`config.mk`:
```
export PLATFORM = sky130hd
export DESIGN_NAME = bus_arbiter
export DESIGN_NICKNAME = d
export VERILOG_FILES = /design/src/rtl/periph_pkg.sv /design/src/rtl/bus_arbiter.sv
export SDC_FILE = /design/constraint.sdc
export NUM_CORES = 1
export LEC_CHECK = 0
export ABC_CLOCK_PERIOD_IN_PS = 1100
export BUFFER_PORTS_ARGS = -buffer_cell sky130_fd_sc_hd__clkbuf_2
export CORE_UTILIZATION = 42
export DETAILED_ROUTE_END_ITERATION = 10
export PLACE_DENSITY_LB_ADDON = 0.15
export SLEW_MARGIN = 25
export SYNTH_ARGS = -nofsm -noshare
export SYNTH_HDL_FRONTEND = slang
export SYNTH_SLANG_ARGS = --single-unit
```
`constraint.sdc`:
```
create_clock -name vdp_clk -period 1.1 [get_ports vdp_clk]
set_input_delay 0.11 -clock vdp_clk [delete_from_list [all_inputs] [get_ports vdp_clk]]
set_output_delay 0.11 -clock vdp_clk [all_outputs]
set_load 0.05 [all_outputs]
```
`src/rtl/periph_pkg.sv`:
```
// shared definitions for the peripheral subsystem
// bus widths, copper RAM geometry, decoded address regions
// and the LED status value after reset

package periph_pkg;

    // cpu bus
    localparam int addr_width = 24;
    localparam int data_width = 32;

    // copper RAM, one 16-bit word per address
    localparam int cop_addr_width = 11;
    localparam int cop_data_width = 16;

    // red LED on, blue LED off
    localparam logic [1:0] status_reset_value = 2'b01;

    // region selected by address bits 19:16
    // any value not listed here is unmapped
    typedef enum logic [3:0] {
        region_none   = 4'd0,
        region_dsp    = 4'd1,
        region_status = 4'd2,
        region_pad    = 4'd3,
        region_cop    = 4'd4
    } region_t;

endpackage

```
`src/rtl/bus_arbiter.sv`:
```
// read data mux and ready generation for the cpu bus
// one ready pulse per sel, read word picked by the decoded region

`timescale 1ns/1ps

module bus_arbiter (
    input  logic                              vdp_clk,
    input  logic                              vdp_reset,
    input  periph_pkg::region_t               region,
    input  logic                              sel,
    input  logic [periph_pkg::data_width-1:0] dsp_result,
    input  logic [1:0]                        status,
    input  logic                              pad_bit,
    output logic                              cpu_ready,
    output logic [periph_pkg::data_width-1:0] cpu_read_data
);

    logic [periph_pkg::data_width-1:0] read_word;

    always_comb begin
        case (region)
            periph_pkg::region_dsp: begin
                read_word = dsp_result;
            end
            periph_pkg::region_status: begin
                read_word = {{(periph_pkg::data_width-2){1'b0}}, status};
            end
            periph_pkg::region_pad: begin
                read_word = {{(periph_pkg::data_width-1){1'b0}}, pad_bit};
            end
            // copper RAM is write only from the cpu side
            default: begin
                read_word = '0;
            end
        endcase
    end

    // writes complete the same way, read word is ignored
    always_ff @(posedge vdp_clk) begin
        if (vdp_reset) begin
            cpu_ready <= 1'b0;
        end else begin
            cpu_ready <= sel;
        end
    end

    always_ff @(posedge vdp_clk) begin
        if (sel) begin
            cpu_read_data <= read_word;
        end
    end

endmodule

```
==> qor.yml <==
initial_core_util_pct: 45.4
comb_power_share_pct: 18.4
layout-drive-gt1-share_pct: 54.4
clk_pin_slew_worst_paths_ns: 0.09
placed_area_um2: 1690
end_kind: "primary output"
dieArea_um2: 3280
cts_tree: "done"
avgRoutedWirePerCell_um: 12.1
p_clk_share_pct: 25.6
grt_pass1_vias: 796
synth_top_area_cell: "edfxtp_1"
critical_path_class: "flop to primary output"
path_depth: 1
syn-cell-area_um2: 1280
synth_area_leaders: "edfxtp_1 (75%), and2_1 (15%), buf_6 (2.6%)"
fp.dieW_um: 57.3
drt-initial-drc-count: 39
firstDrtPassIters: 7
required_ns: 0.99
hpwl_um: 1710
yosys_warnings: 0
rows: 19
hold_viol_final: 0
worst_pin_slew_ns: 0.287
numClockSinks: 33
seqPwrFrac_pct: 56.0
grt_pass1_wl_um: 3440
final_nets: 199
crit_chain: "clkbuf_2"
num_io_pins: 75
setup_violations: 0
core-area_um2: 2830
design_area_um2: 1760
cts_buffer_depth: 2
yosysUniqueCellTypes: 11
intPower_mw: 1.89
cap_violations: 0
post-route-min-period_ns: 1.05
power_density_nw_per_um2: 1490
port_buffers: 74
ys_ff_latch: 33
place.gp.congestion: 0.684
cts_setup_buffers: 0
violations: "DRC"
final_max_slew_viol_count: 0
cts_htree_levels: 2
final.period_utilization_pct: 95.6
holdPathStages: 2
swShare_pct: 27.7
timing.critical_path.arrival_ns: 0.94
max_stage_delay_ns: 0.38
synth_fp_nets: 116
grt_overflow_total: 0
syn_avg_cell_area_um2: 17.4
die_h_um: 57.3
hold_path.class: "primary input to flop"
drtAntennaViolNets: 0
synth_top_cell_area_share_pct: 74.8
crit_fanout: 1
outcome: "complete, but fails checks"
cp_num_buf_inv: 1
p_sw_mw: 0.726
root_buffer: "clkbuf_4"
maxSlewHeadroom_pct: 80.9
antenna_found_initial: 0
grt.total_usage_pct: 15.0
diodes: 0
synth_cells: 74
viasPerCell: 4.67
wirelength_um: 2280
finalSetupTns_ns: 0
power.static_leakage_nw: 0.785
drc: 4
vias: 882
cp_slowest_cell: "edfxtp_1"
rsz0062_at_grt: "no"
cts_made_buffers: 5
utilization_pct: 62.3
grt_max_degree: 20
crit_family: "flip-flops"
peakVddDrop_v: 0.000767
syn_to_final_growth_pct: 37.1
max_freq_ghz: 0.951
critPathLaunchType: "flop"
ys_seq_area_share_pct: 76.3
## power by group through the flow
stage | registers, mW | logic (mW) | clock network, mW
floorplan | 1.77 | 0.0355 | 0
global placement | 1.50 | 0.475 | 0
detailed placement | 1.50 | 0.480 | 0
CTS | 1.47 | 0.485 | 0.712
global route | 1.48 | 0.504 | 0.759
finish | 1.47 | 0.482 | 0.670
## repair_timing
item / CTS / global route
resized for setup: 1 / 18
endpoints found under the hold margin: 1 / 0
endpoints found under the setup margin: 1 / 18
hold buffers: 1 / 0
## final timing paths
path | startpoint | endpoint | slack (ns)
worst max-delay path | cpu_read_data[9] | cpu_read_data[9] | 0.05
worst min-delay path | dsp_result[28] | cpu_read_data[28] | 0.06
## area by class of cell
class	count	area, um^2
clock buffer	8	58.8
fill	217	1070
multi-input combinational	38	270
sequential	33	981
tap	31	38.8
timing repair buffer	79	413
## layout by cell type (no fill, tap or decap)
master,netlist,layout
a21oi_1,1,1
nor2b_1,1,1
nand3b_1,2,2
a2111oi_2,1,1
and2_1,30,30
edfxtp_1,32,32
nor4b_4,1,1
a211oi_1,1,1
clkbuf_8,0,1
clkbuf_4,0,5
buf_4,0,5
mux2i_1,1,1
dlygate4sd3_1,0,1
buf_2,0,17
dfxtp_1,1,1
clkbuf_1,0,2
clkbuf_2,0,56
## sequential cells by signal, summed over array words and instances, names as in the netlist
| name | flops |
|---|---|
| cpu_read_data | 32 |
| cpu_ready | 1 |
## synth_stat cells (all sizes together)
cell / number
edfxtp: 32
and2: 30
buf: 3
nand3b: 2
a2111oi: 1
a211oi: 1
a21oi: 1
dfxtp: 1
mux2i: 1
nor2b: 1
nor4b: 1
## metrics by stage
stage | power [mW] | setup WS, ns | instances | hold WS [ns]
2_1_floorplan | 1.81 | 0.246 | 74 | 0.182
3_3_place_gp | 1.97 | 0.0723 | 180 | 0.271
3_5_place_dp | 1.98 | 0.0414 | 180 | 0.272
4_1_cts | 2.67 | 0.0116 | 189 | 0.0367
5_1_grt | 2.74 | 0.000162 | 189 | 0.0403
6_report | 2.62 | 0.0488 | 189 | 0.0584
## cells by family (layout without fill, tap and decap cells)
family,after synthesis,in the layout,share of synthesized area [%]
compound gates,3,3,2.14
buf+inv,3,87,2.63
flops,33,33,76.3
mux,1,1,0.779
simple gates,34,34,18.1
## layer usage
metal / vias up / part of all wire [%] / track usage [%] / wire [um]
met5: - / 0 / 0 / 0
met4: 0 / 0.66 / 11.1 / 15
met3: 2 / 8.1 / 4.76 / 185
met2: 50 / 52 / 24.7 / 1190
met1: 399 / 39 / 16.3 / 889
li1: 431 / - / - / -
(Power assumes the default switching activity.)
