**src/rtl/periph_pkg.sv**
```systemverilog
// shared definitions for the peripheral subsystem
// bus widths, copper RAM geometry, decoded address regions
// and the LED status value after reset

package periph_pkg;

    // cpu bus
    localparam int addr_width = 24;
    localparam int data_width = 32;

    // copper RAM, one 16-bit word per address
    localparam int cop_addr_width = 11;
    localparam int cop_data_width = 16;

    // red LED on, blue LED off
    localparam logic [1:0] status_reset_value = 2'b01;

    // region selected by address bits 19:16
    // any value not listed here is unmapped
    typedef enum logic [3:0] {
        region_none   = 4'd0,
        region_dsp    = 4'd1,
        region_status = 4'd2,
        region_pad    = 4'd3,
        region_cop    = 4'd4
    } region_t;

endpackage

```
**src/rtl/periph_bus_if.sv**
```systemverilog
// cpu request bundle shared by the decoder and the peripherals
// cpu_side drives the request, periph_side only observes it

`timescale 1ns/1ps

interface periph_bus_if;

    logic [periph_pkg::addr_width-1:0]   address;
    logic [periph_pkg::data_width-1:0]   write_data;
    // nonzero strobes mark a write
    logic [periph_pkg::data_width/8-1:0] wstrb;
    logic                                valid;

    modport cpu_side (
        output address,
        output write_data,
        output wstrb,
        output valid
    );

    modport periph_side (
        input address,
        input write_data,
        input wstrb,
        input valid
    );

endinterface

```
**src/rtl/address_decoder.sv**
```systemverilog
// address decoder for the peripheral bus
// registers the region of each request, one sel pulse per request
// and a write strobe for the addressed peripheral

`timescale 1ns/1ps

module address_decoder (
    input  logic                vdp_clk,
    input  logic                vdp_reset,
    periph_bus_if.periph_side   bus,
    output periph_pkg::region_t region,
    output logic                sel,
    output logic                dsp_write,
    output logic                status_write,
    output logic                pad_write,
    output logic                cop_write
);

    periph_pkg::region_t next_region;
    logic                served;
    logic                sel_write;
    logic                start;

    // address bits 19:16 pick the region
    always_comb begin
        case (bus.address[19:16])
            periph_pkg::region_dsp,
            periph_pkg::region_status,
            periph_pkg::region_pad,
            periph_pkg::region_cop: begin
                next_region = periph_pkg::region_t'(bus.address[19:16]);
            end
            default: begin
                next_region = periph_pkg::region_none;
            end
        endcase
    end

    // first cycle of a request not yet handed out
    assign start = bus.valid && !served;

    always_ff @(posedge vdp_clk) begin
        if (vdp_reset) begin
            served    <= 1'b0;
            sel       <= 1'b0;
            sel_write <= 1'b0;
            region    <= periph_pkg::region_none;
        end else begin
            sel       <= start;
            sel_write <= start && (bus.wstrb != '0);

            if (start) begin
                served <= 1'b1;
                region <= next_region;
            end else if (!bus.valid) begin
                // request finished, ready for the next one
                served <= 1'b0;
            end
        end
    end

    // per-peripheral write strobes
    assign dsp_write    = sel_write && (region == periph_pkg::region_dsp);
    assign status_write = sel_write && (region == periph_pkg::region_status);
    assign pad_write    = sel_write && (region == periph_pkg::region_pad);
    assign cop_write    = sel_write && (region == periph_pkg::region_cop);

endmodule

```
**src/flat_wrapper.sv**
```systemverilog
// flat-port wrapper written by rule: the top's interface ports become plain ports
module address_decoder_flat 
  (vdp_clk, vdp_reset, region, sel, dsp_write, status_write, pad_write, cop_write, bus_address, bus_write_data, bus_wstrb, bus_valid);
  periph_bus_if bus_i ();
  input  logic vdp_clk;
  input  logic vdp_reset;
  output periph_pkg::region_t region;
  output logic sel;
  output logic dsp_write;
  output logic status_write;
  output logic pad_write;
  output logic cop_write;
  input wire logic [$bits(bus_i.address)-1:0] bus_address;
  input wire logic [$bits(bus_i.write_data)-1:0] bus_write_data;
  input wire logic [$bits(bus_i.wstrb)-1:0] bus_wstrb;
  input wire logic [$bits(bus_i.valid)-1:0] bus_valid;
  assign bus_i.address = bus_address;
  assign bus_i.write_data = bus_write_data;
  assign bus_i.wstrb = bus_wstrb;
  assign bus_i.valid = bus_valid;
  address_decoder u_core (.vdp_clk(vdp_clk), .vdp_reset(vdp_reset), .bus(bus_i), .region(region), .sel(sel), .dsp_write(dsp_write), .status_write(status_write), .pad_write(pad_write), .cop_write(cop_write));
endmodule
```
**config.mk**
```make
export PLATFORM = sky130hd
export DESIGN_NAME = address_decoder_flat
export DESIGN_NICKNAME = d
export VERILOG_FILES = /design/src/rtl/periph_pkg.sv /design/src/rtl/periph_bus_if.sv /design/src/rtl/address_decoder.sv /design/src/flat_wrapper.sv
export SDC_FILE = /design/constraint.sdc
export NUM_CORES = 1
export LEC_CHECK = 0
export BUFFER_PORTS_ARGS = -buffer_cell sky130_fd_sc_hd__buf_2
export CORE_UTILIZATION = 22
export CTS_BUF_LIST = sky130_fd_sc_hd__clkbuf_4
export DETAILED_ROUTE_END_ITERATION = 7
export MAX_ROUTING_LAYER = met4
export PLACE_DENSITY = 0.76
export SYNTH_ARGS = -nofsm -noshare
export SYNTH_HDL_FRONTEND = slang
export SYNTH_SLANG_ARGS = --single-unit
```
**constraint.sdc**
```tcl
create_clock -name vdp_clk -period 1.1 [get_ports vdp_clk]
set_input_delay 0.055 -clock vdp_clk [delete_from_list [all_inputs] [get_ports vdp_clk]]
set_output_delay 0.055 -clock vdp_clk [all_outputs]
set_load 0.005 [all_outputs]
```
==> metrics.csv <==
metric;value;unit
slowest CP cell;dfxtp_4;
critical path required time;1040;ps
Worst IR Drop VDD;0.465;mV
mean post-synth cell area;10.4;um^2
Initial Util;23.6;%
Core Util, Final;39.5;%
CP Max Fanout;4;
kind of end point of the critical path;primary output;
routed length on met3;62;um
Synth top area share;46.3;%
core area;1280;um^2
startpoint types;flip-flop;
Pre-antenna DRT Iters;1;
DRT met1 WL;274;um
Sw Share;25.0;%
GPL Wtd Cong;0.711;
initial antenna violation count;0;
Area growth, synth to finish;67.8;%
top sig layer;met4;
Sink Count;7;
Rel. slew slack;77.9;%
total routed wirelength;786;um
Pleak;0.215;nW
CTS root buf;clkbuf_4;
combinational power share;11.1;%
Die Ht;39.1;um
CTS Buffer Depth;2;
ranking of synthesized cells by area;dfxtp_1 (46%), nor4_1 (8.3%), nand4bb_1 (7.4%), o32ai_1 (5.8%), or4b_4 (4.5%);
Warnings, synthesis;0;
GRT overflow;0;
Syn Inst Count;29;
Seq/Total Area, Yosys;46.3;%
remaining antenna violation count after routing;0;
clock share of power;42.1;%
Crit path max-delay family;flip-flops;
CP peak stage delay;360;ps
synthesized area;303;um^2
switching power of the nets;0.000142;W
worst slew pin tran;330;ps
Via Count;316;
first-pass GRT wire length;1.04;mm
Worst Path Buf+Inv;2;
most frequent cells in the layout;buf_2 (19), dfxtp_1 (4), nor4_2 (3), clkbuf_4 (3);
largest net degree at the start of global routing;9;
failing checks;setup timing;
IO buf count;19;
minimum clock period;1160;ps
FF+latch count, synth;7;
status;finished with violations;
post-synth cell types;14;
CTS tree;done;
share of post-route cells with drive strength above 1;69.8;%
worst path cell trace;buf_6 -> nor4b_4 -> buf_2;
fmax;864;MHz
H-tree levels;1;
Int Pwr;0.000425;W
worst skew pair latency;260;ps
fin. max-slew vios;0;
placed inst area;417;um^2
Die Wd;39.1;um
clk_skew;2.33;ps
setup slack after layout;-57.5;ps
number of I/O pins;72;
Final Power;0.000567;W
GRT Resource Usage Total;11.0;%
period utilization;105;%
final setup fails;4;
Hold WC Path Type;input pin to flip-flop;
syn nets;92;
first-iteration detailed-routing DRC count;0;
vias per cell;4.65;
Seq pwr share;46.9;%
Wirelength per Cell;11.6;um
Final Cell Area;508;um^2
Max-cap violations;0;
nets;117;
Die Area;1530;um^2
detailed placer's ending HPWL;550;um
metal2 WL;422;um
Yosys top cell by area;dfxtp_1;
hold buffers post-CTS;0;
clk slew on worst S/H paths;60;ps
Final Hold Viols;0;
power density over the cells;1120;nW/um^2
DRC;0;
vias in the first global route;277;
Crit Path Class;flip-flop to primary output;
total CTS buffers;3;
commonest non-fill, non-tap cell in the layout;buf_2;
RSZ-0062 raised after global routing;yes;
Antenna Cells;0;
WP data arrival;1100;ps
row cnt;13;
synth_stat cells:
| cell type | n |
|---|---|
| inv_1 | 3 |
| or3b_1 | 1 |
| nand2b_1 | 2 |
| nand4bb_1 | 2 |
| nor4_1 | 4 |
| dfxtp_1 | 7 |
| nor2b_1 | 2 |
| o32ai_1 | 2 |
| or4b_4 | 1 |
| nor4b_1 | 1 |
| o22ai_2 | 1 |
| or2_2 | 1 |
| nor3b_1 | 1 |
| nor2_1 | 1 |
cell families after synthesis:
family / Yosys count / share of synthesized area, %
flops: 7 / 46.3
compound gates: 3 / 9.92
buf+inv: 3 / 3.72
simple gates: 16 / 40.1
per-layer routing:
metal,global-route usage [%],up-vias
li1,-,158
met1,9.97,137
met2,19.2,17
met3,3.47,4
met4,7.76,0
met5,-,-
area by class of cell:
type / count / area, um^2
timing repair buffer: 20 / 106
tap: 15 / 18.8
inverter: 3 / 13.8
sequential: 7 / 149
clock inverter: 1 / 5.00
multi-input combinational: 19 / 193
fill: 136 / 777
clock buffer: 3 / 22.5
tightest hold or removal path, delay by kind of cell:
kind,cells,cell delay (ps)
simple gates,2,110
buf+inv,1,80
power by group through the flow:
stage	clock (W)	sequential (W)	combinational, W
global placement	0	0.000272	0.0000536
detailed placement	0	0.000272	0.0000553
global route	0.000265	0.000267	0.0000683
floorplan	0	0.000272	0.0000239
finish	0.000239	0.000266	0.0000627
CTS	0.000249	0.000268	0.0000603
state kept, by name (all words and copies together), names as in the netlist:
name	flops
u_core.sel	1
u_core.served	1
u_core.region	4
u_core.sel_write	1
final timing paths:
check	startpoint	endpoint	slack, ps	cells after the start
max	u_core.region[1]	cop_write	-60	3
min	bus_wstrb[2]	u_core.sel_write	10	3
max reg2reg	u_core.served	u_core.region[2]	70	2
min reg2reg	u_core.region[3]	u_core.region[3]	480	1
metrics by stage:
step	std cells	hold slack (ps)	worst slack, ps	TNS, ps
after floorplan	29	127	162	0
after global placement	63	278	125	0
after detailed placement	63	278	116	0
after CTS	68	7.64	-56.7	-189
after global routing	68	16.9	-104	-354
final	68	12.2	-57.5	-131
repair_timing:
item                                    4_1_cts  5_1_grt
buffers inserted                              1        0
pin swaps                                     1        0
gates resized for setup                       8        7
endpoints found under the setup margin        4        4
Note: power is estimated with default switching activity, not from simulation.
