[src/rtl/periph_pkg.sv]
// shared definitions for the peripheral subsystem
// bus widths, copper RAM geometry, decoded address regions
// and the LED status value after reset

package periph_pkg;

    // cpu bus
    localparam int addr_width = 24;
    localparam int data_width = 32;

    // copper RAM, one 16-bit word per address
    localparam int cop_addr_width = 11;
    localparam int cop_data_width = 16;

    // red LED on, blue LED off
    localparam logic [1:0] status_reset_value = 2'b01;

    // region selected by address bits 19:16
    // any value not listed here is unmapped
    typedef enum logic [3:0] {
        region_none   = 4'd0,
        region_dsp    = 4'd1,
        region_status = 4'd2,
        region_pad    = 4'd3,
        region_cop    = 4'd4
    } region_t;

endpackage

[src/rtl/periph_bus_if.sv]
// cpu request bundle shared by the decoder and the peripherals
// cpu_side drives the request, periph_side only observes it

`timescale 1ns/1ps

interface periph_bus_if;

    logic [periph_pkg::addr_width-1:0]   address;
    logic [periph_pkg::data_width-1:0]   write_data;
    // nonzero strobes mark a write
    logic [periph_pkg::data_width/8-1:0] wstrb;
    logic                                valid;

    modport cpu_side (
        output address,
        output write_data,
        output wstrb,
        output valid
    );

    modport periph_side (
        input address,
        input write_data,
        input wstrb,
        input valid
    );

endinterface

[src/rtl/board_io.sv]
// board IO registers
// status LEDs (bit 0 red, bit 1 blue)
// gamepad control (bit 0 latch, bit 1 clock) and the button shift register

`timescale 1ns/1ps

module board_io (
    input  logic              vdp_clk,
    input  logic              vdp_reset,
    periph_bus_if.periph_side bus,
    input  logic              status_write,
    input  logic              pad_write,
    input  logic              btn_1,
    input  logic              btn_2,
    input  logic              btn_3,
    output logic              led_r,
    output logic              led_b,
    output logic [1:0]        status,
    output logic              pad_bit
);

    logic [1:0]  pad_ctrl;
    logic        pad_clk_r;
    logic        pad_latch;
    logic        pad_clk;
    logic        pad_clk_rise;
    logic [15:0] pad_shift;

    assign led_r = status[0];
    assign led_b = status[1];

    assign pad_latch    = pad_ctrl[0];
    assign pad_clk      = pad_ctrl[1];
    assign pad_clk_rise = pad_clk && !pad_clk_r;

    always_ff @(posedge vdp_clk) begin
        if (vdp_reset) begin
            status    <= periph_pkg::status_reset_value;
            pad_ctrl  <= 2'b00;
            pad_clk_r <= 1'b0;
        end else begin
            if (status_write) begin
                status <= bus.write_data[1:0];
            end

            if (pad_write) begin
                pad_ctrl <= bus.write_data[1:0];
            end

            // previous pad clock for edge detection
            pad_clk_r <= pad_clk;
        end
    end

    // buttons stand in for a real pad: left, right and B
    always_ff @(posedge vdp_clk) begin
        if (pad_clk_rise) begin
            pad_shift <= {1'b0, pad_shift[15:1]};
        end else if (pad_latch) begin
            pad_shift <= {8'h00, btn_1, btn_3, 5'b00000, btn_2};
        end
    end

    assign pad_bit = pad_shift[0];

endmodule

[src/flat_wrapper.sv]
// flat-port wrapper written by rule: the top's interface ports become plain ports
module board_io_flat 
  (vdp_clk, vdp_reset, status_write, pad_write, btn_1, btn_2, btn_3, led_r, led_b, status, pad_bit, bus_address, bus_write_data, bus_wstrb, bus_valid);
  periph_bus_if bus_i ();
  input  logic vdp_clk;
  input  logic vdp_reset;
  input  logic status_write;
  input  logic pad_write;
  input  logic btn_1;
  input  logic btn_2;
  input  logic btn_3;
  output logic led_r;
  output logic led_b;
  output logic [1:0] status;
  output logic pad_bit;
  input wire logic [$bits(bus_i.address)-1:0] bus_address;
  input wire logic [$bits(bus_i.write_data)-1:0] bus_write_data;
  input wire logic [$bits(bus_i.wstrb)-1:0] bus_wstrb;
  input wire logic [$bits(bus_i.valid)-1:0] bus_valid;
  assign bus_i.address = bus_address;
  assign bus_i.write_data = bus_write_data;
  assign bus_i.wstrb = bus_wstrb;
  assign bus_i.valid = bus_valid;
  board_io u_core (.vdp_clk(vdp_clk), .vdp_reset(vdp_reset), .bus(bus_i), .status_write(status_write), .pad_write(pad_write), .btn_1(btn_1), .btn_2(btn_2), .btn_3(btn_3), .led_r(led_r), .led_b(led_b), .status(status), .pad_bit(pad_bit));
endmodule
[config.mk]
export PLATFORM = sky130hd
export DESIGN_NAME = board_io_flat
export DESIGN_NICKNAME = d
export VERILOG_FILES = /design/src/rtl/periph_pkg.sv /design/src/rtl/periph_bus_if.sv /design/src/rtl/board_io.sv /design/src/flat_wrapper.sv
export SDC_FILE = /design/constraint.sdc
export NUM_CORES = 1
export LEC_CHECK = 0
export BUFFER_PORTS_ARGS = -buffer_cell sky130_fd_sc_hd__buf_2
export CAP_MARGIN = 20
export CORE_UTILIZATION = 26
export CTS_BUF_LIST = sky130_fd_sc_hd__clkbuf_16
export CTS_CLUSTER_SIZE = 40
export DETAILED_ROUTE_END_ITERATION = 10
export GPL_TIMING_DRIVEN = 0
export HOLD_SLACK_MARGIN = 0.06
export PLACE_DENSITY = 0.73
export SKIP_CTS_REPAIR_TIMING = 1
export SLEW_MARGIN = 10
export SYNTH_ARGS = -nofsm -noshare
export SYNTH_HDL_FRONTEND = slang
export SYNTH_SLANG_ARGS = --single-unit
[constraint.sdc]
create_clock -name vdp_clk -period 1.17 [get_ports vdp_clk]
set_clock_uncertainty 0.05 [all_clocks]
set_input_delay 0.1755 -clock vdp_clk [delete_from_list [all_inputs] [get_ports vdp_clk]]
set_output_delay 0.1755 -clock vdp_clk [all_outputs]
set_load 0.01 [all_outputs]
==> results.md <==
- The number of maximum-capacitance violations is 0.
- The top-level port count is 73.
- Fill cells in the final layout number 190.
- In the global route stage, met2 resource usage came out at 0.1250.
- Traced cell by cell, the critical path runs through nor2b_4 > buf_6 > mux2_4.
- The final hold violation count is 0.
- The number of nets produced by synthesis is 103.
- The number of nets with antenna violations after routing is 0.
- Clock-pin slew was measured on the worst setup and hold paths at 0.04 ns.
- The share of power burned in registers is 0.429.
- The final reports fail on setup timing.
- CTS saw 13 sinks.
- The first routing iteration left 5 violations.
- The category of the worst setup path launch point is a flop.
- The flow ran to the end, but the final reports show violations.
- The peak-usage layer in the global routing report is met2.
- The worst setup path is of the flop to flop kind.
- In this run the power density over the cells is 1755 nW/um2.
- The number of antenna violations at the first check in global routing is 0.
- The period utilization is 1.009.
- The die covers 2175 um2.
- The largest incremental delay on the critical path is 0.32 ns.
- Dividing the detail-routed wire length by the instance count gives 9.342 um.
- The post-synthesis average cell area is 14.80 um2.
- The final setup slack of the worst path is -0.01086 ns.
- The sequential share of the synthesized area is 0.6570.
- The leakage power of the design is 0.3136 nW.
- On the critical path, the stage with the largest delay is an instance of dfxtp_2.
- The total routing usage reported by global routing is 0.07977.
- Of the cells placed in the final design, the portion with a size suffix greater than 1 is 0.4815.
- The leftover overflow at the end of global routing is 0.
- By instance count, the leading cell after synthesis is edfxtp_1.
- In this run the tool buffered the top-level ports with 13 buffer cells.
- The via count of the first global-routing pass was 292.
- The post-layout net count is 123.
- For the worst setup path, the data arrival time is 1.11 ns.
- The area of the core is 1802 um2.
- The first-pass iteration count of the detailed router is 3.
- Counting flops with an async set or reset pin after synthesis yields a share of 0.
- In the global route stage, met3 resource usage came out at 0.03529.
- 0 antenna diodes ended up in the layout.
- The buffer depth of the longest clock path is 2.
- At the pin with the least slew margin, the transition time is 0.1364 ns.
- At the worst endpoint, the required time is 1.10 ns.
- edfxtp_1 takes more of the synthesized area than any other cell.
- The worst pin sits at a relative slew slack of 0.9065.
- The netlist uses 13 different library cells.
- The CTS root buffer is clkbuf_16.
- The share of the synthesized area in the top cell type is 0.4638.
- The horizontal die dimension is 46.64 um.
- The min-delay analysis places its worst path in the category input pin to flop.
- The total length of routed wires is 738 um.
- The first global-routing pass estimated 1166 um of wire.
- TritonCTS built the clock tree.
- The net switching share of the total power is 0.1723.
- The cell area that synthesis handed to floorplanning was 518.0 um2.
- The dominant register cell in the synthesized netlist is edfxtp_1.
- Counting flops and latches in the post-synthesis netlist gives 13.
- The count of final setup violators is 2.
- The floorplan step set the die height to 46.64 um.
- The final count of pins violating max slew is 0.
- By area the synthesized netlist is led by edfxtp_1 (46%), dfxtp_1 (19%), and2_1 (6.0%).
- Setup total negative slack on the finished layout was measured at -0.02005 ns.
- The count of flip-flops with a built-in enable after synthesis is 8.
- The initialized floorplan defines 15 standard-cell rows.
- After technology mapping, the gate count stands at 35.
- The switching power total is 0.2146 mW.
- The initial utilization of the core area, before any placement, comes to 0.2875.
- Timing would allow up to 846.8 MHz.
- At the end of routability-driven placement, the weighted congestion stood at 0.6804.
- The maximum number of pins on one net before global-route repair is 10.
- The later pin in the worst-skew pair is clocked with a latency of 0.23 ns.
- Setup repair after global routing could not meet its margin everywhere.
- The vias per cell is 3.924.
- For the finished layout, the period the worst path requires is 1.181 ns.
- The pre-CTS setup slack is -0.01986 ns.
- Buffers inserted during clock tree synthesis total 3.
- The placed wire-length estimate after detailed placement is 533.3 um.
- Relative to the synthesized area, the layout overhead comes to 36.96%.
- The worst setup path is captured at a flop.
- The utilization of the core after routing is 0.3938.
- The detailed router placed 310 vias in this run.
- The maximum level of the CTS H-tree is 1.
- The Yosys step of the flow raised 0 warnings.
- The fraction of met1 tracks used by global routing is 0.09375.
- The number of design rule violations left after detail routing is 0.
- The commonest cells after synthesis are edfxtp_1 (8), and2_1 (5), dfxtp_1 (5).
- The largest driver fanout on the critical path is 5.
- The peak ir drop on the vdd network is 0.7364 mV.
- The share of total power dissipated in the clock network is 0.489.
- The part of the power in combinational logic is 0.082.
- The internal portion of the total power is 1.031 mW.
path summary, 6_finish.rpt:
path / startpoint / end / slack, ns / cells past startpoint
worst max-delay path: u_core.pad_ctrl[1] / u_core.pad_shift[6] / -0.01 / 3
worst min-delay path: vdp_reset / u_core.status[1] / 0.11 / 2
worst max register to register: u_core.pad_ctrl[1] / u_core.pad_shift[6] / -0.01 / 3
worst min register to register: u_core.pad_ctrl[1] / u_core.pad_clk_r / 0.43 / 1
power groups by stage:
stage                     sequential (mW)  combinational, mW  clock [mW]
after floorplan                     0.543             0.0592           0
after global placement              0.540             0.0961           0
after detailed placement            0.541             0.0987           0
after CTS                           0.534             0.0995       0.630
after global routing                0.537              0.116       0.650
final                               0.534              0.103       0.609
area by class of cell:
| type | instances | area [um2] | area share |
|---|---|---|---|
| sequential | 13 | 341.6 | 0.4815 |
| clock buffer | 3 | 75.07 | 0.1058 |
| timing repair buffer | 15 | 77.57 | 0.1093 |
| tap | 25 | 31.28 | 0.04409 |
| buffer | 3 | 26.28 | 0.03704 |
| multi-input combinational | 19 | 153.9 | 0.2169 |
| clock inverter | 1 | 3.754 | 0.005291 |
worst max-delay path: cells and delay by family, from the launching register on:
kind,cells,cell delay (ns)
buf+inv,1,0.12
flops,1,0.32
mux,1,0.29
simple gates,1,0.14
logic make-up (layout without fill, tap and decap cells):
logic type / count (synthesis) / in the layout / share of synthesized area
buffers and inverters: 3 / 22 / 0.05071
multiplexers: 5 / 5 / 0.1159
AO/OA/AOI/OAI: 1 / 1 / 0.01691
AND/OR/NAND/NOR: 13 / 13 / 0.1594
flip-flops: 13 / 13 / 0.6570
cell usage in the layout, fill, tap and decap left out:
cell type / instances
buf_2: 14
edfxtp_1: 8
and2_1: 5
dfxtp_1: 4
mux2i_1: 3
nor2_1: 3
buf_4: 3
clkbuf_16: 3
mux2_4: 2
nor2b_1: 2
nor2b_4: 1
buf_6: 1
or2_4: 1
and2b_1: 1
a211o_1: 1
inv_1: 1
dfxtp_2: 1
sequential cells by signal, indices dropped and copies added (netlist names):
signal and cells:
u_core.pad_clk_r 1, u_core.pad_ctrl 2, u_core.pad_shift 8, u_core.status 2
routing by layer:
metal  routed length, um  vias to the layer above
li1                    -                      157
met1                 373                      141
met2                 321                       12
met3                  44                        0
met4                   0                        0
met5                   0                        -
stage by stage:
stage | std cells | hold slack [ns] | power, mW | instance area, um2
6_report | 79 | 0.1119 | 1.245 | 709.4
4_1_cts | 77 | 0.1137 | 1.263 | 695.7
2_1_floorplan | 35 | 0.1971 | 0.6018 | 520.5
3_3_place_gp | 73 | 0.3540 | 0.6361 | 616.8
5_1_grt | 79 | 0.1189 | 1.303 | 709.4
3_5_place_dp | 73 | 0.3553 | 0.6402 | 616.8
No activity file was read; power rests on OpenSTA's default activity.
