==> config.mk <==
export PLATFORM = sky130hd
export DESIGN_NAME = dsp_mult_flat
export DESIGN_NICKNAME = d
export VERILOG_FILES = /design/src/rtl/periph_pkg.sv /design/src/rtl/periph_bus_if.sv /design/src/rtl/dsp_mult.sv /design/src/flat_wrapper.sv
export SDC_FILE = /design/constraint.sdc
export NUM_CORES = 1
export LEC_CHECK = 0
export ABC_AREA = 1
export BUFFER_PORTS_ARGS = -buffer_cell sky130_fd_sc_hd__buf_4
export CAP_MARGIN = 25
export CORE_MARGIN = 2
export CORE_UTILIZATION = 60
export CTS_BUF_LIST = sky130_fd_sc_hd__clkbuf_8
export DETAILED_ROUTE_END_ITERATION = 10
export HOLD_SLACK_MARGIN = 0.08
export PLACE_DENSITY_LB_ADDON = 0.08
export SLEW_MARGIN = 15
export SYNTH_ARGS = -nofsm -noshare
export SYNTH_HDL_FRONTEND = slang
export SYNTH_SLANG_ARGS = --single-unit
==> constraint.sdc <==
create_clock -name vdp_clk -period 10.6 [get_ports vdp_clk]
set_clock_uncertainty 0.05 [all_clocks]
set_input_delay 2.12 -clock vdp_clk [delete_from_list [all_inputs] [get_ports vdp_clk]]
set_output_delay 2.12 -clock vdp_clk [all_outputs]
set_load 0.02 [all_outputs]
==> src/rtl/periph_pkg.sv <==
// shared definitions for the peripheral subsystem
// bus widths, copper RAM geometry, decoded address regions
// and the LED status value after reset

package periph_pkg;

    // cpu bus
    localparam int addr_width = 24;
    localparam int data_width = 32;

    // copper RAM, one 16-bit word per address
    localparam int cop_addr_width = 11;
    localparam int cop_data_width = 16;

    // red LED on, blue LED off
    localparam logic [1:0] status_reset_value = 2'b01;

    // region selected by address bits 19:16
    // any value not listed here is unmapped
    typedef enum logic [3:0] {
        region_none   = 4'd0,
        region_dsp    = 4'd1,
        region_status = 4'd2,
        region_pad    = 4'd3,
        region_cop    = 4'd4
    } region_t;

endpackage

==> src/rtl/periph_bus_if.sv <==
// cpu request bundle shared by the decoder and the peripherals
// cpu_side drives the request, periph_side only observes it

`timescale 1ns/1ps

interface periph_bus_if;

    logic [periph_pkg::addr_width-1:0]   address;
    logic [periph_pkg::data_width-1:0]   write_data;
    // nonzero strobes mark a write
    logic [periph_pkg::data_width/8-1:0] wstrb;
    logic                                valid;

    modport cpu_side (
        output address,
        output write_data,
        output wstrb,
        output valid
    );

    modport periph_side (
        input address,
        input write_data,
        input wstrb,
        input valid
    );

endinterface

==> src/rtl/dsp_mult.sv <==
// memory-mapped signed 16x16 multiplier
// operand a at word 0, operand b at word 1, registered 32-bit product

`timescale 1ns/1ps

module dsp_mult (
    input  logic                            vdp_clk,
    periph_bus_if.periph_side               bus,
    input  logic                            dsp_write,
    output logic [periph_pkg::data_width-1:0] dsp_result
);

    logic signed [15:0] mult_a;
    logic signed [15:0] mult_b;

    // flat enables keep the operand registers inside the hard multiplier
    always_ff @(posedge vdp_clk) begin
        if (dsp_write && !bus.address[2]) begin
            mult_a <= bus.write_data[15:0];
        end

        if (dsp_write && bus.address[2]) begin
            mult_b <= bus.write_data[15:0];
        end

        // signed product, recomputed every cycle
        dsp_result <= mult_a * mult_b;
    end

endmodule

==> src/flat_wrapper.sv <==
// flat-port wrapper written by rule: the top's interface ports become plain ports
module dsp_mult_flat 
  (vdp_clk, dsp_write, dsp_result, bus_address, bus_write_data, bus_wstrb, bus_valid);
  periph_bus_if bus_i ();
  input  logic vdp_clk;
  input  logic dsp_write;
  output logic [periph_pkg::data_width-1:0] dsp_result;
  input wire logic [$bits(bus_i.address)-1:0] bus_address;
  input wire logic [$bits(bus_i.write_data)-1:0] bus_write_data;
  input wire logic [$bits(bus_i.wstrb)-1:0] bus_wstrb;
  input wire logic [$bits(bus_i.valid)-1:0] bus_valid;
  assign bus_i.address = bus_address;
  assign bus_i.write_data = bus_write_data;
  assign bus_i.wstrb = bus_wstrb;
  assign bus_i.valid = bus_valid;
  dsp_mult u_core (.vdp_clk(vdp_clk), .bus(bus_i), .dsp_write(dsp_write), .dsp_result(dsp_result));
endmodule
==> results of run 1 <==
==> Yosys cell counts, drive strengths merged <==
master	n
a21o	3
a21oi	24
and2	1
clkbuf	59
dfxtp	32
edfxtp	32
fa	262
ha	82
inv	469
nand2	388
nand3	34
nand3b	3
nand4	11
nor2	50
nor3	10
nor3b	1
o21ai	10
o21bai	8
or2	3
xnor2	4
xor2	17
==> stage by stage <==
step	util [%]	hold slack, ps
CTS	64.6	655
global placement	63.6	624
floorplan	-	481
finish	64.6	661
global route	64.6	701
detailed placement	63.6	638
==> logic make-up after synthesis <==
family                   Yosys count  share of synthesized area (%)
adder cells (fa/ha/maj)          344                           50.9
flip-flops                        64                           13.0
AND/OR/NAND/NOR                  501                           16.4
buffers and inverters            528                           16.1
XOR/XNOR                          21                           1.49
AO/OA/AOI/OAI                     45                           2.08
==> sequential cells by signal (all words and copies together), names as in the netlist <==
register           flops
u_core.mult_b         16
u_core.mult_a         16
u_core.dsp_result     32
==> metal layers <==
layer  routed length (microns)  GRT usage (%)  vias up
li1                          -              -     4241
met1                     12800           41.3     4538
met2                     13500           46.1      244
met3                      1800           5.06       42
met4                       559           7.55        0
met5                         0              0        -
==> critical path: cells and delay by family (launching register included) <==
kind                       cells  cell delay, ps
adders and majority gates      7            3880
and+or+nand+nor                9            1190
DFF                            1             800
buffers and inverters          4             330
==> layout make-up <==
type / instances / area, sq um
multi-input combinational: 911 / 8730
sequential: 64 / 1600
tap: 270 / 338
timing repair buffer: 54 / 405
inverter: 469 / 1760
clock buffer: 9 / 124
clock inverter: 7 / 70.1
fill: 1811 / 7140
==> worst max path at each step <==
stage / from / end / slack (ps) / cells past startpoint
finish: u_core.mult_b[1] / u_core.dsp_result[31] / 4250 / 20
global route: u_core.mult_b[1] / u_core.dsp_result[31] / 3990 / 20
detailed placement: u_core.mult_b[1] / u_core.dsp_result[31] / 4350 / 20
global placement: u_core.mult_b[1] / u_core.dsp_result[31] / 4390 / 20
CTS: u_core.mult_b[1] / u_core.dsp_result[31] / 4300 / 20
floorplan: u_core.mult_a[15] / u_core.dsp_result[31] / 5170 / 20
==> flow_summary_export.csv, run 1 <==
group,metric,value,unit
cts,clock_insertion_delay_at_the_later_pin_of_the_skew_report,370,ps
sta,rsz0062_at_grt,"no",
synth,synthesis.instances,1503,
synth,synth_cell_type_count,26,
grt,pin_count_of_the_biggest_net_entering_global_routing,18,
worst_hold_path,number_of_stages_on_the_worst_hold_path,3,
placed_design,portBuffers,50,
die,core_area,20200,sq um
die,die_height,147,microns
final_layout,antenna_cells,0,
placed_design,hpwl,23500,microns
grt,antenna_found_initial,0,
sta,timing.final.hold_violations,0,
worst_hold_path,holdPathEnd,"u_core.dsp_result[0]",
cts,cts_resized,0,
synth,post_synth_instance_area,12300,sq um
die,dieArea,21700,sq um
sta,maxSlewHeadroom,39.7,%
cts,cts.root.buffer_cell,"sky130_fd_sc_hd__clkbuf_8",
worst_setup_path,r2r.worst_path.cells,20,
drt,vias_per_cell,5.08,
grt,grt_first_pass_wirelength,48500,microns
drt,num_vias,9065,
cts,clock_sinks,64,
die,floorplan.io_pins,95,
cts,hold_buffers,0,
final_layout,commonest_non_fill_non_tap_cell_in_the_layout,"sky130_fd_sc_hd__inv_1",
worst_setup_path,worst_setup_sp_type,"flip-flop",
final_layout,layout-area-overhead-vs-synth,5.81,%
worst_setup_path,critPathRequiredTime,10820,ps
synth,postSynthAreaPerCell,8.19,sq um
worst_setup_path,worst_ep_arrival_time,6570,ps
final_layout,post-route-cell-area,13000,sq um
synth,ys_top_cells_by_area,"sky130_fd_sc_hd__fa_1, sky130_fd_sc_hd__inv_1, sky130_fd_sc_hd__nand2_1",
die,placementRows,52,
sta,report.final.setup_viol,0,
placed_design,gp_congestion,0.932,
worst_setup_path,crit_path_max_incr_delay,870,ps
sta,report.final.slew_viol_count,0,
placed_design,pre_cts_slack,4350,ps
worst_setup_path,reg2reg_slack,4250,ps
synth,synth_top_cell_by_area,"sky130_fd_sc_hd__fa_1",
drt,routed_wirelength,28600,microns
grt,grt_pass1_vias,9658,
final_layout,layout-drive-gt1-share,5.42,%
synth,synth_seq_area_share,13.0,%
sta,worst_pin_slew,904,ps
synth,net_count_after_synthesis,1910,
sta,post-route-period-util,59.9,%
drt,detail_routed_net_length_per_standard_cell,16.0,microns
worst_setup_path,cp_cell_sequence,"nand2_1 > inv_1 > fa_1 > fa_1 > fa_1 > fa_1 > fa_1 > inv_1 > fa_1 > inv_1 > ha_1 > nand2_1 > nor2_1 > nand2_1 > nor3b_1 > nand2_1 > nand2_1 > inv_1 > nand2_1 > nand2_1",
cts,ctsHtreeMaxLevel,3,
worst_setup_path,cpMostUsedCell,"sky130_fd_sc_hd__nand2_1",
drt,detail-route-antenna-nets,0,
synth,post-synth-top-area-fraction,42.6,%
sta,tns,0,ps
worst_setup_path,critical_path_class,"flip-flop to flip-flop",
die,dieWidth,147,microns
flow_run,drv_cap,0,
worst_hold_path,startpoint_of_the_tightest_hold_check_path,"u_core.mult_b[0]",
sta,fmax,157,MHz
cts,cts.repair_timing.setup_buffer_count,0,
outcome,status,"finished clean",
placed_design,placedInstanceArea,12800,sq um
cts,cts.clk_slew.worst_paths,80,ps
worst_hold_path,worstHoldPathType,"flip-flop to flip-flop",
sta,period_minus_slack,6350,ps
grt,total_global_routing_track_utilization,28.8,%
worst_setup_path,endpoint_kind,"flip-flop",
drt,drt_first_pass_iters,5,
drt,detail_route.iter0.violations,629,
cts,numCtsBuffers,9,
final_layout,stdcell_count,1784,
synth,yosysWarnings,0,
cts,tritoncts,"done",
cts,clock_tree_buffer_depth,2,
synth,synth-seq-cells,64,
worst_setup_path,timing.rr.end,"u_core.dsp_result[31]",
final_layout,layout.cells.most_common_list,"sky130_fd_sc_hd__inv_1, sky130_fd_sc_hd__nand2_1, sky130_fd_sc_hd__fa_1, sky130_fd_sc_hd__ha_1, sky130_fd_sc_hd__buf_4",
worst_setup_path,reg2reg_from,"u_core.mult_b[1]",
placed_design,dp.cells,1768,
final_layout,fin_nets,1916,
sta,final.setup.worst_slack,4250,ps
worst_setup_path,critPathMaxFanout,16,
worst_setup_path,critical_path.slowest_cell,"sky130_fd_sc_hd__fa_1",
die,start_util,61.1,%
grt,gr-total-overflow,0,
drt,drcViolationCount,0,
Power of run 1 is not shown: default switching activity piles up to over one toggle a cycle in this logic, so the estimate is an artifact.
==> run 2, diff against run 1 <==
Settings changed: CORE_UTILIZATION 60 to 58.
Clock period 10.6 ns to 5.8 ns, I/O delays scaled along.
==> run 2 against run 1 <==
  * Final cell count rose by 4.4%
  * Routed wire length rose by 3.1%
  * Die area rose by 3.3%
  * Global-route usage fell by 0.66 points
  * Non-clock buffer count rose by 73
  * Fmax rose by 13%
  * Via count rose by 2.8%
  * Highest routed layer unchanged
==> flow_summary_export.csv, run 2 (synthesis gave the netlist of run 1 again) <==
group,metric,value,unit
outcome,status,"finished clean",
final_layout,regArea,1600,sq um
cts,tritoncts,"done",
cts,clock_insertion_delay_at_the_later_pin_of_the_skew_report,360,ps
drt,drcViolationCount,0,
worst_setup_path,worst_ep_arrival_time,5850,ps
drt,routed_wirelength,29500,microns
worst_setup_path,critical_path.slowest_cell,"sky130_fd_sc_hd__edfxtp_1",
final_layout,layout-drive-gt1-share,10.9,%
placed_design,pre_cts_slack,79.5,ps
sta,fmax,178,MHz
final_layout,fin_nets,1989,
sta,worst_pin_slew,873,ps
sta,post-route-period-util,97.1,%
worst_setup_path,worstSetupPathDepth,21,
cts,ctsHtreeMaxLevel,3,
worst_setup_path,critPathBufInv,5,
worst_setup_path,critPathMaxFanout,9,
placed_design,portBuffers,50,
die,dieArea,22400,sq um
worst_setup_path,crit_family,"adder cells",
grt,antenna_found_initial,0,
grt,groute.layer.met2.usage,46.5,%
grt,pin_count_of_the_biggest_net_entering_global_routing,17,
die,core_area,21000,sq um
final_layout,commonest_non_fill_non_tap_cell_in_the_layout,"sky130_fd_sc_hd__inv_1",
sta,report.final.slew_viol_count,0,
placed_design,hpwl,24700,microns
drt,detail_routed_net_length_per_standard_cell,15.8,microns
drt,drt_first_pass_iters,5,
worst_setup_path,crit_path_end,"u_core.dsp_result[31]",
sta,maxSlewHeadroom,41.7,%
worst_hold_path,worstHoldPathType,"flip-flop to flip-flop",
worst_setup_path,startpoint,"u_core.mult_b[3]",
worst_setup_path,endpoint_kind,"flip-flop",
drt,vias_per_cell,5.01,
flow_run,drv_cap,0,
worst_setup_path,cp_cell_sequence,"buf_4 > nand2_1 > fa_1 > fa_1 > fa_1 > inv_1 > fa_1 > fa_1 > inv_1 > fa_1 > inv_1 > ha_1 > nand2_1 > nor2_1 > nand3_1 > nand3_2 > nand2_1 > nand2_1 > inv_1 > nand2_1 > nand2_1",
cts,numCtsBuffers,9,
worst_setup_path,reg2reg_slack,170,ps
final_layout,top_register,"u_core.dsp_result",
placed_design,gp_congestion,0.961,
sta,report.final.setup_viol,0,
die,placementRows,53,
cts,clock_tree_buffer_depth,2,
final_layout,filler_instances,1813,
cts,cts.clk_slew.worst_paths,80,ps
final_layout,antenna_cells,0,
cts,clock_sinks,64,
worst_setup_path,timing.rr.end,"u_core.dsp_result[31]",
grt,met1_usage,41.2,%
grt,grt_first_pass_wirelength,48500,microns
sta,rsz0062_at_grt,"yes",
drt,detail_route.iter0.violations,497,
worst_setup_path,r2r.worst_path.cells,21,
sta,final.setup.worst_slack,166,ps
worst_setup_path,crit_path_max_incr_delay,580,ps
die,dieWidth,150,microns
worst_setup_path,critical_path_class,"flip-flop to flip-flop",
sta,period_minus_slack,5630,ps
die,die_height,150,microns
final_layout,largest_register_ffs,32,
grt,layer_carrying_the_most_global_route_usage,"met2",
drt,num_vias,9321,
final_layout,leading_registers_by_flop_count,"u_core.dsp_result: 32 flops, u_core.mult_a: 16 flops, u_core.mult_b: 16 flops",
grt,total_global_routing_track_utilization,28.2,%
die,floorplan.io_pins,95,
grt,gr-total-overflow,0,
grt,grt_use_met3,3.69,%
final_layout,layout-area-overhead-vs-synth,12.4,%
grt,grt_pass1_vias,9573,
final_layout,layout.cells.most_common_list,"sky130_fd_sc_hd__inv_1, sky130_fd_sc_hd__nand2_1, sky130_fd_sc_hd__fa_1, sky130_fd_sc_hd__buf_4, sky130_fd_sc_hd__ha_1",
drt,detail-route-antenna-nets,0,
final_layout,multi_input_area,8850,sq um
die,start_util,58.8,%
worst_setup_path,worst_setup_sp_type,"flip-flop",
sta,timing.final.hold_violations,0,
worst_setup_path,critPathRequiredTime,6020,ps
worst_setup_path,reg2reg_from,"u_core.mult_b[3]",
cts,cts.root.buffer_cell,"sky130_fd_sc_hd__clkbuf_8",
-- run 2: changes by cell type in the layout (fill, tap and decap cells not counted), sizes merged --
cell	previous run	this run
clkinvlp	1	2
buf	54	127
inv	472	471
clkinv	2	1
clkbuf	9	10
-- run 2: layout make-up --
class / instances / share of cell area [%]
clock inverters: 6 / 0.488
inverters: 469 / 12.7
flip-flops and latches: 64 / 11.6
repair buffers: 127 / 7.81
well taps: 275 / 2.49
clock buffers: 10 / 0.994
multi-input cells: 911 / 63.9
-- run 2: repair_timing --
| item | CTS | global route |
|---|---|---|
| resized for setup | 0 | 25 |
| endpoints found under the setup margin | 0 | 15 |
| setup buffers | 0 | 23 |
| hold buffers | 0 | 0 |
-- run 2: metal layers --
layer / wire length (microns) / up-vias
li1: - / 4388
met1: 13100 / 4641
met2: 14300 / 261
met3: 1720 / 31
met4: 352 / 0
met5: 0 / -
-- run 2: through the flow --
step | utilization, % | cells | area (sq um) | hold slack [ps] | setup TNS (ps)
finish | 66.1 | 1862 | 13800 | 686 | 0
global route | 66.1 | 1862 | 13800 | 726 | -89.9
CTS | 64.4 | 1838 | 13500 | 683 | 0
detailed placement | 63.4 | 1822 | 13300 | 661 | 0
global placement | 63.4 | 1822 | 13300 | 652 | 0
floorplan | - | 1503 | 12300 | 481 | 0
-- run 2: worst min path at each step --
stage	slack, ps	endpoint	cells past startpoint	from
finish	690	u_core.dsp_result[0]	3	u_core.mult_b[0]
global route	730	u_core.dsp_result[0]	3	u_core.mult_b[0]
CTS	680	u_core.dsp_result[0]	3	u_core.mult_b[0]
detailed placement	660	u_core.dsp_result[0]	3	u_core.mult_b[0]
global placement	650	u_core.dsp_result[0]	3	u_core.mult_b[0]
floorplan	480	u_core.dsp_result[0]	2	u_core.mult_a[0]
-- run 2: worst register-to-register path, cell delays in order (launching register included) --
cell and delay [ps]:
sky130_fd_sc_hd__edfxtp_1 580, sky130_fd_sc_hd__buf_4 260, sky130_fd_sc_hd__nand2_1 80, sky130_fd_sc_hd__fa_1 480
sky130_fd_sc_hd__fa_1 470, sky130_fd_sc_hd__fa_1 540, sky130_fd_sc_hd__inv_1 60, sky130_fd_sc_hd__fa_1 500
sky130_fd_sc_hd__fa_1 490, sky130_fd_sc_hd__inv_1 50, sky130_fd_sc_hd__fa_1 550, sky130_fd_sc_hd__inv_1 60
sky130_fd_sc_hd__ha_1 360, sky130_fd_sc_hd__nand2_1 170, sky130_fd_sc_hd__nor2_1 210, sky130_fd_sc_hd__nand3_1 120
sky130_fd_sc_hd__nand3_2 150, sky130_fd_sc_hd__nand2_1 80, sky130_fd_sc_hd__nand2_1 130, sky130_fd_sc_hd__inv_1 50
sky130_fd_sc_hd__nand2_1 60, sky130_fd_sc_hd__nand2_1 40
Power of run 2 is left out for the same reason.
==> run 3, diff against run 2 <==
Settings changed: ABC_AREA 1 to 0, CAP_MARGIN 25 to not set.
==> run 3 against run 2 <==
  * The run now ends with negative setup slack left
  * Synthesized cell count shrank 24%
  * Sequential cell count is the same
  * Core utilization grew 7.4 points
  * Sequential share of layout area shrank 0.33 points
  * Global-route usage grew 0.85 points
  * Via count shrank 10%
  * Routed wire length shrank 5.3%
==> flow_summary_export.csv, run 3 <==
group,metric,value,unit
die,floorplan.io_pins,95,
synth,synth_cell_type_count,45,
synth,yosysMostFrequentCell,"sky130_fd_sc_hd__inv_1",
drt,wl_met2,13000,microns
flow_run,drv_cap,0,
final_layout,fin_nets,1762,
cts,clock_tree_buffer_depth,2,
drt,detail_route.iter0.violations,502,
worst_setup_path,r2r.worst_path.cells,21,
synth,synth-seq-cells,64,
drt,routed_wirelength,27900,microns
drt,detail_routed_net_length_per_standard_cell,17.2,microns
placed_design,hpwl,22900,microns
final_layout,layout-area-overhead-vs-synth,24.7,%
worst_setup_path,critPathMaxFanout,2,
cts,hold_buffers,0,
drt,vias_per_cell,5.16,
final_layout,antenna_cells,0,
sta,final.setup.worst_slack,-101,ps
die,dieArea,20800,sq um
sta,post-route-period-util,102,%
worst_setup_path,worst_ep_arrival_time,6130,ps
worst_hold_path,number_of_stages_on_the_worst_hold_path,2,
worst_setup_path,critical_path_class,"flip-flop to flip-flop",
cts,tritoncts,"done",
synth,net_count_after_synthesis,1556,
worst_setup_path,critical_path.slowest_cell,"sky130_fd_sc_hd__fa_2",
final_layout,layout-drive-gt1-share,27.4,%
sta,timing.final.hold_violations,0,
final_layout,largest_register_ffs,32,
synth,synth_top_cell_by_area,"sky130_fd_sc_hd__fa_1",
synth,yosys_most_used_dff,"sky130_fd_sc_hd__edfxtp_1",
sta,rsz0062_at_grt,"yes",
synth,yosysWarnings,0,
drt,met1Wirelength,12600,microns
cts,clock_sinks,64,
grt,pin_count_of_the_biggest_net_entering_global_routing,17,
final_layout,final_core_utilization,73.5,%
outcome,status,"complete, but fails checks",
worst_setup_path,endpoint_kind,"flip-flop",
die,placementRows,51,
sta,report.final.setup_viol,8,
worst_hold_path,worstHoldPathType,"flip-flop to flip-flop",
synth,post_synth_most_frequent_cells,"sky130_fd_sc_hd__inv_1, sky130_fd_sc_hd__fa_1, sky130_fd_sc_hd__nand2_1, sky130_fd_sc_hd__and2_1, sky130_fd_sc_hd__ha_1",
die,core_area,19400,sq um
cts,cts.root.buffer_cell,"sky130_fd_sc_hd__clkbuf_8",
final_layout,layout.cells.most_common_list,"sky130_fd_sc_hd__inv_1, sky130_fd_sc_hd__fa_1, sky130_fd_sc_hd__buf_4, sky130_fd_sc_hd__nand2_1, sky130_fd_sc_hd__and2_1",
cts,clock_insertion_delay_at_the_later_pin_of_the_skew_report,350,ps
synth,post-synth-top-area-fraction,45.9,%
die,die_height,144,microns
drt,num_vias,8383,
synth,synthesis.instances,1149,
sta,report.final.slew_viol_count,0,
sta,worst_pin_slew,807,ps
grt,antenna_found_initial,0,
grt,gr-total-overflow,0,
placed_design,gp_congestion,0.870,
synth,postSynthAreaPerCell,9.95,sq um
grt,total_global_routing_track_utilization,29.0,%
worst_setup_path,cpMostUsedCell,"sky130_fd_sc_hd__fa_1",
cts,ctsHtreeMaxLevel,3,
drt,detail-route-antenna-nets,0,
synth,synth_edf_count,32,
outcome,violated_checks,"negative setup slack",
sta,maxSlewHeadroom,46.2,%
sta,fmax,169,MHz
die,dieWidth,144,microns
drt,dr_wl_met3,1840,microns
drt,drt_first_pass_iters,5,
worst_setup_path,worst_setup_sp_type,"flip-flop",
die,start_util,58.9,%
drt,topRoutingLayerUsed,"met4",
cts,numCtsBuffers,9,
worst_setup_path,crit_path_max_incr_delay,570,ps
cts,cts.clk_slew.worst_paths,80,ps
sta,period_minus_slack,5900,ps
synth,ys_top_cells_by_area,"sky130_fd_sc_hd__fa_1, sky130_fd_sc_hd__inv_1, sky130_fd_sc_hd__ha_1",
grt,grt_first_pass_wirelength,45500,microns
placed_design,portBuffers,50,
final_layout,leading_registers_by_flop_count,"u_core.dsp_result: 32 flops, u_core.mult_a: 16 flops, u_core.mult_b: 16 flops",
synth,async_reset_ff_share,0,%
grt,grt_pass1_vias,8918,
worst_setup_path,critPathRequiredTime,6030,ps
worst_setup_path,cp_cell_sequence,"buf_6 > and2_4 > fa_1 > inv_2 > fa_1 > inv_1 > fa_1 > fa_2 > fa_1 > inv_2 > fa_2 > inv_2 > ha_4 > a21o_1 > nor3b_2 > o21ai_1 > a221oi_2 > nand2_1 > a21o_1 > a21oi_2 > xnor2_1",
synth,synth_seq_area_share,14.0,%
synth,post_synth_instance_area,11400,sq um
final_layout,top_register,"u_core.dsp_result",
final_layout,commonest_non_fill_non_tap_cell_in_the_layout,"sky130_fd_sc_hd__inv_1",
drt,drcViolationCount,0,
[run 3: timing repair]
item / 4_1_cts / 5_1_grt
pin swaps: 79 / 71
gates cloned: 0 / 0
resized for setup: 64 / 98
setup buffers: 31 / 14
setup endpoints to repair: 12 / 16
[run 3: kinds of logic (layout without fill, tap and decap cells)]
kind of cell / after synthesis / after routing / share of synthesized area (%)
AOI/OAI and AO/OA: 70 / 70 / 4.08
xor gates and xnor gates: 36 / 36 / 2.76
adders and majority gates: 344 / 344 / 54.9
buffers and inverters: 323 / 534 / 10.6
DFF: 64 / 64 / 14.0
muxes: 1 / 1 / 0.0876
and+or+nand+nor: 311 / 311 / 13.6
[run 3: path summary, 6_finish.rpt]
path | start | to | slack (ps)
hold reg to reg | u_core.mult_a[0] | u_core.dsp_result[0] | 800
setup / recovery | u_core.mult_b[10] | u_core.dsp_result[22] | -100
hold / removal | u_core.mult_a[0] | u_core.dsp_result[0] | 800
setup reg to reg | u_core.mult_b[10] | u_core.dsp_result[22] | -100
[run 3: layout make-up]
type | instances | area (sq um)
Clock buffer | 9 | 124
Inverter | 289 | 1090
Fill cell | 1417 | 5140
Tap cell | 265 | 332
Clock inverter | 7 | 96.3
Timing Repair Buffer | 229 | 1900
Multi-Input combinational cell | 762 | 9120
Sequential cell | 64 | 1600
[run 3: metrics by stage]
step | setup TNS, ps | std cells | worst slack (ps) | area [sq um] | hold WS, ps
global route | -2190 | 1625 | -275 | 14300 | 822
CTS | -396 | 1613 | -75.4 | 13800 | 763
detailed placement | -882 | 1571 | -176 | 13100 | 746
global placement | -875 | 1571 | -142 | 13100 | 740
floorplan | 0 | 1149 | 42.1 | 11400 | 474
finish | -524 | 1625 | -101 | 14300 | 805
[run 3: layer usage]
layer	vias up	global-route usage (%)
li1	3778	-
met1	4309	44.0
met2	259	45.0
met3	37	4.37
met4	0	5.88
met5	-	0
[run 3: critical path, delay by kind of cell (launching register included)]
family	cells	cell delay, ps
AO/OA/AOI/OAI	5	990
XOR/XNOR	1	130
adder cells (fa/ha/maj)	7	3300
buffers and inverters	5	370
flip-flops	1	500
AND/OR/NAND/NOR	3	490
Power of run 3 is left out for the same reason.
